### src/rtl/rvFrontendPkg.sv
package rvFrontendPkg;

    // base widths
    localparam int xlenW    = 32;
    localparam int instrW   = 32;
    localparam int regAddrW = 5;

    // instruction memory geometry, 256 words
    localparam int imemDepth = 256;
    localparam int imemAddrW = $clog2(imemDepth); // word index, byte bits dropped

    typedef logic [xlenW-1:0]     xlenT;     // pc or address
    typedef logic [instrW-1:0]    instrT;    // one instruction word
    typedef logic [regAddrW-1:0]  regAddrT;  // x0..x31
    typedef logic [imemAddrW-1:0] imemAddrT;

    localparam instrT nopInstr = 32'h0000_0013; // addi x0,x0,0
    localparam xlenT  resetPc  = '0;

    // cycles spent in waiting after startProcess
    localparam logic [1:0] startWait = 2'd2;

    // major opcodes, inst[6:0]
    localparam logic [6:0] opLoad   = 7'b000_0011;
    localparam logic [6:0] opStore  = 7'b010_0011;
    localparam logic [6:0] opOpImm  = 7'b001_0011;
    localparam logic [6:0] opOp     = 7'b011_0011;
    localparam logic [6:0] opBranch = 7'b110_0011;
    localparam logic [6:0] opLui    = 7'b011_0111;
    localparam logic [6:0] opAuipc  = 7'b001_0111;
    localparam logic [6:0] opJal    = 7'b110_1111;
    localparam logic [6:0] opJalr   = 7'b110_0111;

    typedef struct packed {
        xlenT  pc;
        instrT instr;
    } fetchT; // 64 bits

    // bubble pair used on reset and on flush
    localparam fetchT nopFetch = '{pc: '0, instr: nopInstr};

    typedef struct packed {
        logic taken;
        xlenT target;
    } redirectT; // from EX, 33 bits

    typedef struct packed {
        logic    memRead;
        regAddrT rd;
    } exLoadT; // instruction sitting in EX

    typedef struct packed {
        xlenT       pc;
        logic [6:0] opcode;
        regAddrT    rd;
        regAddrT    rs1;
        regAddrT    rs2;
        logic [2:0] funct3;
        logic [6:0] funct7;
        xlenT       imm;
    } decodedT; // 96 bits

    typedef enum logic [1:0] {
        idle,
        waiting,
        working
    } ifIdStateT;

endpackage
### src/rtl/pipelineRegisterIfId.sv
`timescale 1ns/10ps

module pipelineRegisterIfId (
    input  logic                    clk,
    input  logic                    rstN,
    input  logic                    startProcess,
    input  rvFrontendPkg::fetchT    fetch,
    input  logic                    ifIdWrite,
    input  rvFrontendPkg::redirectT redirect,
    output logic                    run,
    output rvFrontendPkg::fetchT    ifIdOut
);
    import rvFrontendPkg::*;

    ifIdStateT  state;
    logic [1:0] waitCnt; // cycles spent in waiting

    // startup sequencing
    always_ff @(posedge clk or negedge rstN) begin
        if (!rstN) begin
            state   <= idle;
            waitCnt <= '0;
        end else begin
            case (state)
                idle: begin
                    if (startProcess) begin
                        state   <= waiting;
                        waitCnt <= 2'd1; // first waiting cycle starts now
                    end else begin
                        waitCnt <= '0;
                    end
                end
                waiting: begin
                    if (waitCnt == startWait) begin
                        state <= working; // counter parks here
                    end else begin
                        waitCnt <= waitCnt + 2'd1;
                    end
                end
                working: begin
                    state <= working; // stays until reset
                end
                default: begin
                    state   <= idle;
                    waitCnt <= '0;
                end
            endcase
        end
    end

    assign run = (state == working);

    // IF/ID register
    // flush wins over stall, stall wins over capture
    always_ff @(posedge clk or negedge rstN) begin
        if (!rstN) begin
            ifIdOut <= nopFetch;
        end else if (run) begin
            if (redirect.taken) begin
                ifIdOut <= nopFetch;  // bubble for the wrong-path word
            end else if (!ifIdWrite) begin
                ifIdOut <= ifIdOut;   // load-use stall, retain
            end else begin
                ifIdOut <= fetch;
            end
        end
    end

endmodule

### config.mk
export PLATFORM = sky130hd
export DESIGN_NAME = pipelineRegisterIfId
export DESIGN_NICKNAME = d
export VERILOG_FILES = /design/src/rtl/rvFrontendPkg.sv /design/src/rtl/pipelineRegisterIfId.sv
export SDC_FILE = /design/constraint.sdc
export NUM_CORES = 1
export LEC_CHECK = 0
export ABC_CLOCK_PERIOD_IN_PS = 1530
export BUFFER_PORTS_ARGS = -buffer_cell sky130_fd_sc_hd__buf_2
export CAP_MARGIN = 40
export CORE_MARGIN = 2
export CORE_UTILIZATION = 30
export CTS_BUF_LIST = sky130_fd_sc_hd__clkbuf_16
export DETAILED_ROUTE_END_ITERATION = 6
export SLEW_MARGIN = 20
export SYNTH_ARGS = -nofsm -noshare
export SYNTH_HDL_FRONTEND = slang
export SYNTH_SLANG_ARGS = --single-unit
### constraint.sdc
create_clock -name clk -period 1.53 [get_ports clk]
set_input_delay 0.2295 -clock clk [delete_from_list [all_inputs] [get_ports clk]]
set_output_delay 0.2295 -clock clk [all_outputs]
set_load 0.02 [all_outputs]
==> results of run 1 <==
## worst register-to-register path: cells and delay by family, from the launching register on
kind | cells | cell delay, ns
compound gates | 1 | 0.07
simple gates | 1 | 0.20
buf+inv | 1 | 0.12
fa+ha+maj | 1 | 0.21
flops | 1 | 0.42
mux | 1 | 0.31
## metrics by stage
stage	area (um^2)	TNS (ns)	setup slack, ns	utilization	instances
2_1_floorplan	2920	0	0.0444	-	314
3_3_place_gp	3750	0	0.0994	0.402	561
3_5_place_dp	3750	0	0.0687	0.402	561
4_1_cts	4060	0	0.00984	0.435	578
5_1_grt	4080	-0.000223	-0.000223	0.438	580
6_report	4080	0	0.0636	0.438	580
## cells in the mapped netlist
| cell type | n |
|---|---|
| inv_2 | 1 |
| o21ai_1 | 61 |
| and2_1 | 1 |
| ha_1 | 5 |
| o31ai_1 | 1 |
| inv_1 | 4 |
| nor2_4 | 1 |
| buf_6 | 2 |
| mux2_1 | 1 |
| or2_1 | 1 |
| dfrtp_1 | 65 |
| dfstp_2 | 3 |
| nor2_1 | 4 |
| buf_4 | 7 |
| a22o_1 | 1 |
| o21a_1 | 1 |
| nor3_1 | 3 |
| o21ai_0 | 63 |
| nand2_1 | 63 |
| clkbuf_1 | 18 |
| a21oi_1 | 7 |
| nor2b_1 | 1 |
## area by class of cell
class,instances,area (um^2),share of cell area
repair buffers,148,840,0.206
clock inverters,7,66.3,0.0162
multi-input cells,214,1070,0.261
well taps,129,161,0.0395
inverters,5,18.8,0.00460
flip-flops and latches,68,1710,0.418
clock buffers,9,225,0.0552
## sequential cells by signal (all words and copies together), names as in the netlist
register and flops:
waitCnt 2, ifIdOut 64, state 2
## power groups by stage
stage | sequential, uW | combinational [uW] | clock (uW)
6_report | 3030 | 3760 | 2020
5_1_grt | 3130 | 4190 | 2160
4_1_cts | 3040 | 3770 | 2080
3_5_place_dp | 3060 | 3740 | 0
3_3_place_gp | 3040 | 3680 | 0
2_1_floorplan | 4010 | 1370 | 0
## how the worst min path moves through the flow
| stage | slack (ns) | start | to | cells after the start |
|---|---|---|---|---|
| after global routing | 0.12 | fetch[57] | ifIdOut[57] | 3 |
| after detailed placement | 0.19 | rstN | ifIdOut[8] | 1 |
| final | 0.13 | fetch[19] | ifIdOut[19] | 3 |
| after CTS | 0.12 | fetch[19] | ifIdOut[19] | 3 |
| after global placement | 0.19 | rstN | ifIdOut[8] | 1 |
| after floorplan | -0.07 | rstN | ifIdOut[10] | 0 |
## what timing repair did
item                                    4_1_cts  5_1_grt
hold buffers                                  1        0
endpoints found under the setup margin        1        2
hold endpoints to repair                     26        0
resized for setup                             3        2
buffers inserted                              0        2
pin swaps                                     0        0
## layout by cell type (no fill, tap or decap), types with 2 or more instances in the layout
master      instances
o21ai_0            63
nand2_1            63
buf_2             131
nor2_1              4
inv_1               3
buf_12              4
nor3_1              3
dfstp_2             3
ha_1                3
buf_4              11
inv_2               2
clkinv_1            2
a21oi_1             7
clkinvlp_4          2
clkbuf_16           9
dfrtp_1            65
o21ai_1            61
## cell families (layout without fill, tap and decap cells)
family | Yosys count | after routing | share of synthesized area
multiplexers | 1 | 1 | 0.00386
AO/OA/AOI/OAI | 134 | 134 | 0.233
flip-flops | 68 | 68 | 0.585
adder cells (fa/ha/maj) | 5 | 5 | 0.0215
buffers and inverters | 32 | 169 | 0.0553
AND/OR/NAND/NOR | 74 | 74 | 0.102
## metal layers
metal  global-route usage  up-vias
met4               0.0523        0
met5                    0        -
met3               0.0420       10
li1                     -     1334
met2                0.241       90
met1                0.198     1265
==> results.yml, run 1 <==
status:
  status: "finished, final reports clean"
floorplan:
  die_w_um: 103
  initial_utilization: 0.313
  ioPinCount: 166
  fp.dieArea_um2: 10500
  die_h_um: 103
  rows: 35
  coreArea_um2: 9330
route:
  route.met3.wl_um: 543
  wl_met1_um: 3560
  ant_nets: 0
  drc_errors: 0
  dr_wl_met2_um: 3650
  firstDrtPassIters: 4
  drtIter0Drc: 93
  drt-total-wl_um: 7860
  vias_per_cell: 4.65
  routed.top_layer: "met4"
  via_count: 2699
  post_drt_wl_per_cell_um: 13.6
clock_tree:
  htree_levels: 3
  clk_path_buf_depth: 2
  cts_root_buf: "clkbuf_16"
  cts_tree: "built"
  numCtsBuffers: 9
  cts.reportedPaths.clkPinSlew_ns: 0.06
  cts_sinks: 68
  clk_latency_ns: 0.32
setup_path:
  critPathLaunch: "state[0]"
  rrSetupSlack_ns: 0.09
  worst-path-max-fanout: 6
  crit_type: "reg2out"
  r2r-end: "state[1]"
  r2r_start: "state[1]"
  cp_cell_sequence: "inv_2 > ha_4 > buf_6 > buf_4"
  crit_path_end_kind: "primary output"
  slowest_delay_ns: 0.39
  slowest_stage: "dfrtp_1"
  required_ns: 1.30
  crit_end: "run"
  path_delay_family: "flip-flops"
  worstSetupStartpointType: "register"
  worstRegToRegCells: 5
  path_buf_inv: 3
  cp.depth: 4
  worst_ep_arrival_time_ns: 1.24
sta:
  slew_violations: 0
  fmax_mhz: 682
  layout_min_cycle_time_ns: 1.47
  skew_ns: 0.00854
  relSlewSlack: 0.727
  period_share: 0.958
  worstMarginPinSlew_ns: 0.410
  setup_viol: 0
  hold_viol: 0
  holdWs_ns: 0.128
yosys:
  syn-num-nets: 420
  synth_area_leaders: "dfrtp_1 56%, o21ai_0 11%, o21ai_1 10%"
  synth_top_area_share: 0.558
  ys_types: 22
  synth_warnings: 0
  avgSynthCellArea_um2: 9.29
  synth_top_area_cell: "dfrtp_1"
  ys_seq_area_frac: 0.585
  syn-instance-count: 314
  ys_ff_latch: 68
  synth_area_um2: 2920
hold_path:
  min_path_type: "in2reg"
cells_and_area:
  fillCellCount: 954
  layout.nets: 552
  antenna_cells: 0
  area_delta_synth_final_pct: 40.0
  layout-drive-gt1-share: 0.377
job:
  cap_violations: 0
power_and_ir_drop:
  p_seq_frac: 0.344
  pwr-share-comb: 0.427
  p_leak_uw: 0.00201
  power_uw: 8810
  p_sw_uw: 3560
  clkPwrFrac: 0.229
  netSwitchingFraction: 0.404
  p_per_area_nw_per_um2: 2160
  ir_drop_mv: 0.798
  p_int_uw: 5250
global_route:
  overflow: 0
  grt_antenna_before_repair: 0
  grt_first_pass_wirelength_um: 12500
  grt_pass1_vias: 2602
  grt_max_degree: 40
  grt_usage: 0.151
place:
  gp_congestion: 0.732
  port_buffers: 133
  dp.final_hpwl_um: 5350
No activity file was read; power rests on OpenSTA's default activity.
==> run 2: changes to the inputs <==
--- a/config.mk
+++ b/config.mk
@@ -8,10 +8,12 @@
 export ABC_CLOCK_PERIOD_IN_PS = 1530
 export BUFFER_PORTS_ARGS = -buffer_cell sky130_fd_sc_hd__buf_2
 export CAP_MARGIN = 40
-export CORE_MARGIN = 2
-export CORE_UTILIZATION = 30
+export CELL_PAD_IN_SITES_DETAIL_PLACEMENT = 2
+export CELL_PAD_IN_SITES_GLOBAL_PLACEMENT = 2
+export CORE_UTILIZATION = 24
 export CTS_BUF_LIST = sky130_fd_sc_hd__clkbuf_16
 export DETAILED_ROUTE_END_ITERATION = 6
+export PLACE_DENSITY_LB_ADDON = 0.1
 export SLEW_MARGIN = 20
 export SYNTH_ARGS = -nofsm -noshare
 export SYNTH_HDL_FRONTEND = slang
==> results.yml, run 2 (same netlist as run 1, synthesis figures left out) <==
status:
  status: "finished with violations"
  violations: "design-rule violations"
global_route:
  grt_pass1_vias: 3153
  grt_max_degree: 69
  overflow: 0
  grt_antenna_before_repair: 0
  grt_first_pass_wirelength_um: 16000
  grt_usage: 0.165
floorplan:
  coreArea_um2: 11600
  rows: 39
  fp.dieArea_um2: 12600
  die_h_um: 112
  die_w_um: 112
  initial_utilization: 0.251
  ioPinCount: 166
cells_and_area:
  final_cells: 590
  final_common_cell: "buf_2"
  final_cell_mix: "133 x buf_2, 65 x dfrtp_1, 63 x nand2_1, 62 x o21ai_0, 62 x o21ai_1"
  area_delta_synth_final_pct: 40.9
  antenna_cells: 0
  fin_area_um2: 4110
  top_regs: "ifIdOut: 64 flops, state: 2 flops, waitCnt: 2 flops"
  regMostFlops: "ifIdOut"
  layout-drive-gt1-share: 0.376
  layout.nets: 549
  largest_reg_flops: 64
  fillCellCount: 1323
route:
  via_count: 2797
  drtIter0Drc: 90
  vias_per_cell: 4.74
  drc_errors: 9
  post_drt_wl_per_cell_um: 16.4
  firstDrtPassIters: 6
  drt-total-wl_um: 9680
  ant_nets: 0
clock_tree:
  numCtsBuffers: 9
  clk_path_buf_depth: 2
  htree_levels: 3
  cts.reportedPaths.clkPinSlew_ns: 0.06
  cts_root_buf: "clkbuf_16"
  cts_tree: "built"
  clk_latency_ns: 0.33
  cts_sinks: 68
setup_path:
  required_ns: 1.75
  critPathLaunch: "state[1]"
  worst_ep_arrival_time_ns: 1.62
  path_buf_inv: 1
  slowest_stage: "dfrtp_1"
  worstSetupStartpointType: "register"
  worst-path-max-fanout: 4
  r2r-end: "state[1]"
  slowest_delay_ns: 0.34
  cp.depth: 5
  rrSetupSlack_ns: 0.12
  crit_end: "state[1]"
  r2r_start: "state[1]"
  crit_type: "reg2reg"
  path_delay_family: "flip-flops"
  cp_cell_sequence: "inv_1 > ha_1 > nor2b_2 > a21oi_1 > mux2_1"
  crit_path_end_kind: "register"
  worstRegToRegCells: 5
place:
  gp_congestion: 0.655
  dp_slack_ns: -0.0207
  dp.final_hpwl_um: 6380
  dp.cells: 573
  place_area_um2: 3770
  port_buffers: 133
power_and_ir_drop:
  p_per_area_nw_per_um2: 2220
  p_int_uw: 5420
  power_uw: 9120
  netSwitchingFraction: 0.406
  p_sw_uw: 3700
  p_seq_frac: 0.331
  pwr-share-comb: 0.430
  ir_drop_mv: 0.572
  p_leak_uw: 0.00202
  clkPwrFrac: 0.239
hold_path:
  min_path_type: "in2reg"
  min_path_cells: 3
sta:
  layout_min_cycle_time_ns: 1.41
  timing.final.ws_setup_ns: 0.122
  hold_viol: 0
  fin_tns_setup_ns: 0
  slew_violations: 0
  fmax_mhz: 710
  setup_viol: 0
  relSlewSlack: 0.701
  rsz0062_at_grt: "false"
  worstMarginPinSlew_ns: 0.448
  skew_ns: 0.00573
  period_share: 0.920
job:
  cap_violations: 0
## run 2: power by group through the flow
stage,registers [uW],clock network (uW),logic [uW]
4_1_cts,3040,2250,3970
6_report,3020,2180,3920
5_1_grt,3140,2320,4320
3_3_place_gp,3020,0,3850
3_5_place_dp,3060,0,3940
2_1_floorplan,4010,0,1370
## run 2: final cells by class
cell class | instances | area [um^2] | share of cell area
flip-flops and latches | 68 | 1710 | 0.415
multi-input cells | 214 | 1070 | 0.260
repair buffers | 145 | 833 | 0.203
clock buffers | 9 | 225 | 0.0548
well taps | 143 | 179 | 0.0435
clock inverters | 6 | 80.1 | 0.0195
inverters | 5 | 18.8 | 0.00457
## run 2: per-layer routing
layer,share of wire,track usage,vias to the layer above
li1,-,-,1321
met1,0.42,0.198,1382
met2,0.49,0.278,82
met3,0.066,0.0448,12
met4,0.018,0.0702,0
met5,0,0,-
## run 2: worst min path at each step
stage,slack [ns],endpoint,start
3_5_place_dp,0.29,ifIdOut[26],rstN
4_1_cts,0.11,ifIdOut[31],fetch[31]
6_report,0.12,ifIdOut[31],fetch[31]
3_3_place_gp,0.30,ifIdOut[26],rstN
2_1_floorplan,-0.07,ifIdOut[10],rstN
5_1_grt,0.12,ifIdOut[18],fetch[18]
## run 2: tightest hold or removal path: cells and delay by family
family	cells	cell delay [ns]
AO/OA/AOI/OAI	1	0.05
buffers and inverters	1	0.10
AND/OR/NAND/NOR	1	0.05
## run 2: repair_timing
action / in CTS / in global routing
gates resized for setup: 1 / 4
buffers inserted: 0 / 1
hold endpoints to repair: 65 / 0
hold buffers: 1 / 0
endpoints found under the setup margin: 4 / 58
## run 2: per-stage QoR
step / util / hold WS (ns)
global route: 0.354 / 0.119
floorplan: - / -0.0661
global placement: 0.325 / 0.299
CTS: 0.352 / 0.109
detailed placement: 0.325 / 0.292
finish: 0.354 / 0.122
==> run 3: changes to the inputs <==
--- a/config.mk
+++ b/config.mk
@@ -5,12 +5,12 @@
 export SDC_FILE = /design/constraint.sdc
 export NUM_CORES = 1
 export LEC_CHECK = 0
-export ABC_CLOCK_PERIOD_IN_PS = 1530
+export ABC_CLOCK_PERIOD_IN_PS = 1760
 export BUFFER_PORTS_ARGS = -buffer_cell sky130_fd_sc_hd__buf_2
 export CAP_MARGIN = 40
 export CELL_PAD_IN_SITES_DETAIL_PLACEMENT = 2
 export CELL_PAD_IN_SITES_GLOBAL_PLACEMENT = 2
-export CORE_UTILIZATION = 24
+export CORE_UTILIZATION = 26
 export CTS_BUF_LIST = sky130_fd_sc_hd__clkbuf_16
 export DETAILED_ROUTE_END_ITERATION = 6
 export PLACE_DENSITY_LB_ADDON = 0.1
==> constraint.sdc (replaced) <==
create_clock -name clk -period 1.76 [get_ports clk]
set_input_delay 0.264 -clock clk [delete_from_list [all_inputs] [get_ports clk]]
set_output_delay 0.264 -clock clk [all_outputs]
set_load 0.02 [all_outputs]
==> results.yml, run 3 (same netlist as run 1, synthesis figures left out) <==
sta:
  period_share: 0.916
  fin_tns_setup_ns: 0
  setup_viol: 0
  skew_ns: 0.00722
  worstMarginPinSlew_ns: 0.576
  slew_violations: 0
  layout_min_cycle_time_ns: 1.61
  fmax_mhz: 620
  relSlewSlack: 0.616
  rsz0062_at_grt: "false"
  timing.final.ws_setup_ns: 0.148
  hold_viol: 0
cells_and_area:
  antenna_cells: 0
  layout-drive-gt1-share: 0.359
  regMostFlops: "ifIdOut"
  layout.nets: 548
  largest_reg_flops: 64
  fin_area_um2: 4040
  area_delta_synth_final_pct: 38.5
  final_common_cell: "buf_2"
  final_cell_mix: "133 x buf_2, 65 x dfrtp_1, 63 x nand2_1, 63 x o21ai_0, 61 x o21ai_1"
  top_regs: "ifIdOut: 64 flops, state: 2 flops, waitCnt: 2 flops"
  final_cells: 586
setup_path:
  slowest_stage: "dfrtp_1"
  crit_path_end_kind: "primary output"
  r2r_start: "state[0]"
  slowest_delay_ns: 0.39
  critPathLaunch: "state[0]"
  worstSetupStartpointType: "register"
  crit_type: "reg2out"
  path_delay_family: "flip-flops"
  cp_cell_sequence: "inv_1 > ha_2 > buf_2"
  required_ns: 1.50
  worst_ep_arrival_time_ns: 1.35
  worst-path-max-fanout: 8
  rrSetupSlack_ns: 0.15
  path_buf_inv: 2
hold_path:
  min_path_type: "in2reg"
  min_from: "fetch[54]"
global_route:
  grt_pass1_vias: 3164
  overflow: 0
  grt_first_pass_wirelength_um: 15900
  grt_antenna_before_repair: 0
  grt_max_degree: 69
  grt_usage: 0.180
floorplan:
  rows: 38
  coreArea_um2: 10900
  ioPinCount: 166
  initial_utilization: 0.268
  fp.dieArea_um2: 11600
  die_h_um: 108
  die_w_um: 108
power_and_ir_drop:
  p_int_uw: 4450
  power_uw: 7610
  p_sw_uw: 3160
  p_leak_uw: 0.00199
  p_seq_frac: 0.346
  ir_drop_mv: 0.527
  netSwitchingFraction: 0.415
  pwr-share-comb: 0.430
  clkPwrFrac: 0.224
  p_per_area_nw_per_um2: 1880
clock_tree:
  cts_tree: "built"
  clk_latency_ns: 0.33
  numCtsBuffers: 9
  cts.reportedPaths.clkPinSlew_ns: 0.06
  cts_sinks: 68
  htree_levels: 3
  clk_path_buf_depth: 2
  cts_root_buf: "clkbuf_16"
route:
  vias_per_cell: 4.76
  ant_nets: 0
  drt-total-wl_um: 9730
  post_drt_wl_per_cell_um: 16.6
  drtIter0Drc: 81
  drc_errors: 0
  via_count: 2789
  firstDrtPassIters: 4
place:
  dp.final_hpwl_um: 6380
  gp_congestion: 0.706
  dp_slack_ns: 0.0412
  port_buffers: 133
  dp.cells: 570
  place_area_um2: 3750
job:
  cap_violations: 0
status:
  status: "finished, final reports clean"
==> run 3: changes by cell type in the layout (fill, tap and decap cells not counted), sizes merged <==
cell,previous run,this run
bufinv,2,1
clkinv,4,3
buf,144,143
inv,5,7
==> run 3: path summary, 6_finish.rpt <==
check,end,depth (start not counted)
setup / recovery,run,3
min in group asynchronous,ifIdOut[28],3
hold / removal,ifIdOut[54],3
setup reg to reg,ifIdOut[20],6
hold reg to reg,ifIdOut[38],2
max in group asynchronous,ifIdOut[1],3
==> run 3: power by group through the flow <==
| stage | Combinational [uW] | Sequential (uW) | Clock, uW |
|---|---|---|---|
| 2_1_floorplan | 1190 | 3490 | 0 |
| 3_3_place_gp | 3220 | 2620 | 0 |
| 3_5_place_dp | 3340 | 2670 | 0 |
| 4_1_cts | 3350 | 2650 | 1760 |
| 5_1_grt | 3620 | 2730 | 1830 |
| 6_report | 3270 | 2630 | 1700 |
==> run 3: metal layers <==
layer / vias up / global-route usage / part of all wire
met5: - / 0 / 0
met4: 0 / 0.0744 / 0.016
met3: 11 / 0.0412 / 0.055
met2: 85 / 0.316 / 0.51
met1: 1371 / 0.210 / 0.42
li1: 1322 / - / -
==> run 3: final cells by class <==
class                           instances  area [um^2]
Fill cell                            1235         6850
Clock buffer                            9          225
Timing Repair Buffer                  144          813
Sequential cell                        68         1710
Clock inverter                          6         48.8
Inverter                                5         18.8
Multi-Input combinational cell        214         1050
Tap cell                              140          175
==> run 3: worst min-delay path: stages <==
cell and delay [ns]:
buf_2 0.09, nand2_1 0.05, o21ai_1 0.05
==> run 3: stage by stage <==
stage,util,hold WS [ns]
final,0.371,0.161
after global routing,0.371,0.169
after CTS,0.371,0.155
after detailed placement,0.345,0.334
after global placement,0.345,0.331
after floorplan,-,-0.0316
==> run 3: what timing repair did <==
action                                 4_1_cts  5_1_grt
setup buffers                                0        0
hold buffers                                 1        0
endpoints found under the hold margin       65        0
setup endpoints to repair                    0       34
gates resized for setup                      0        1
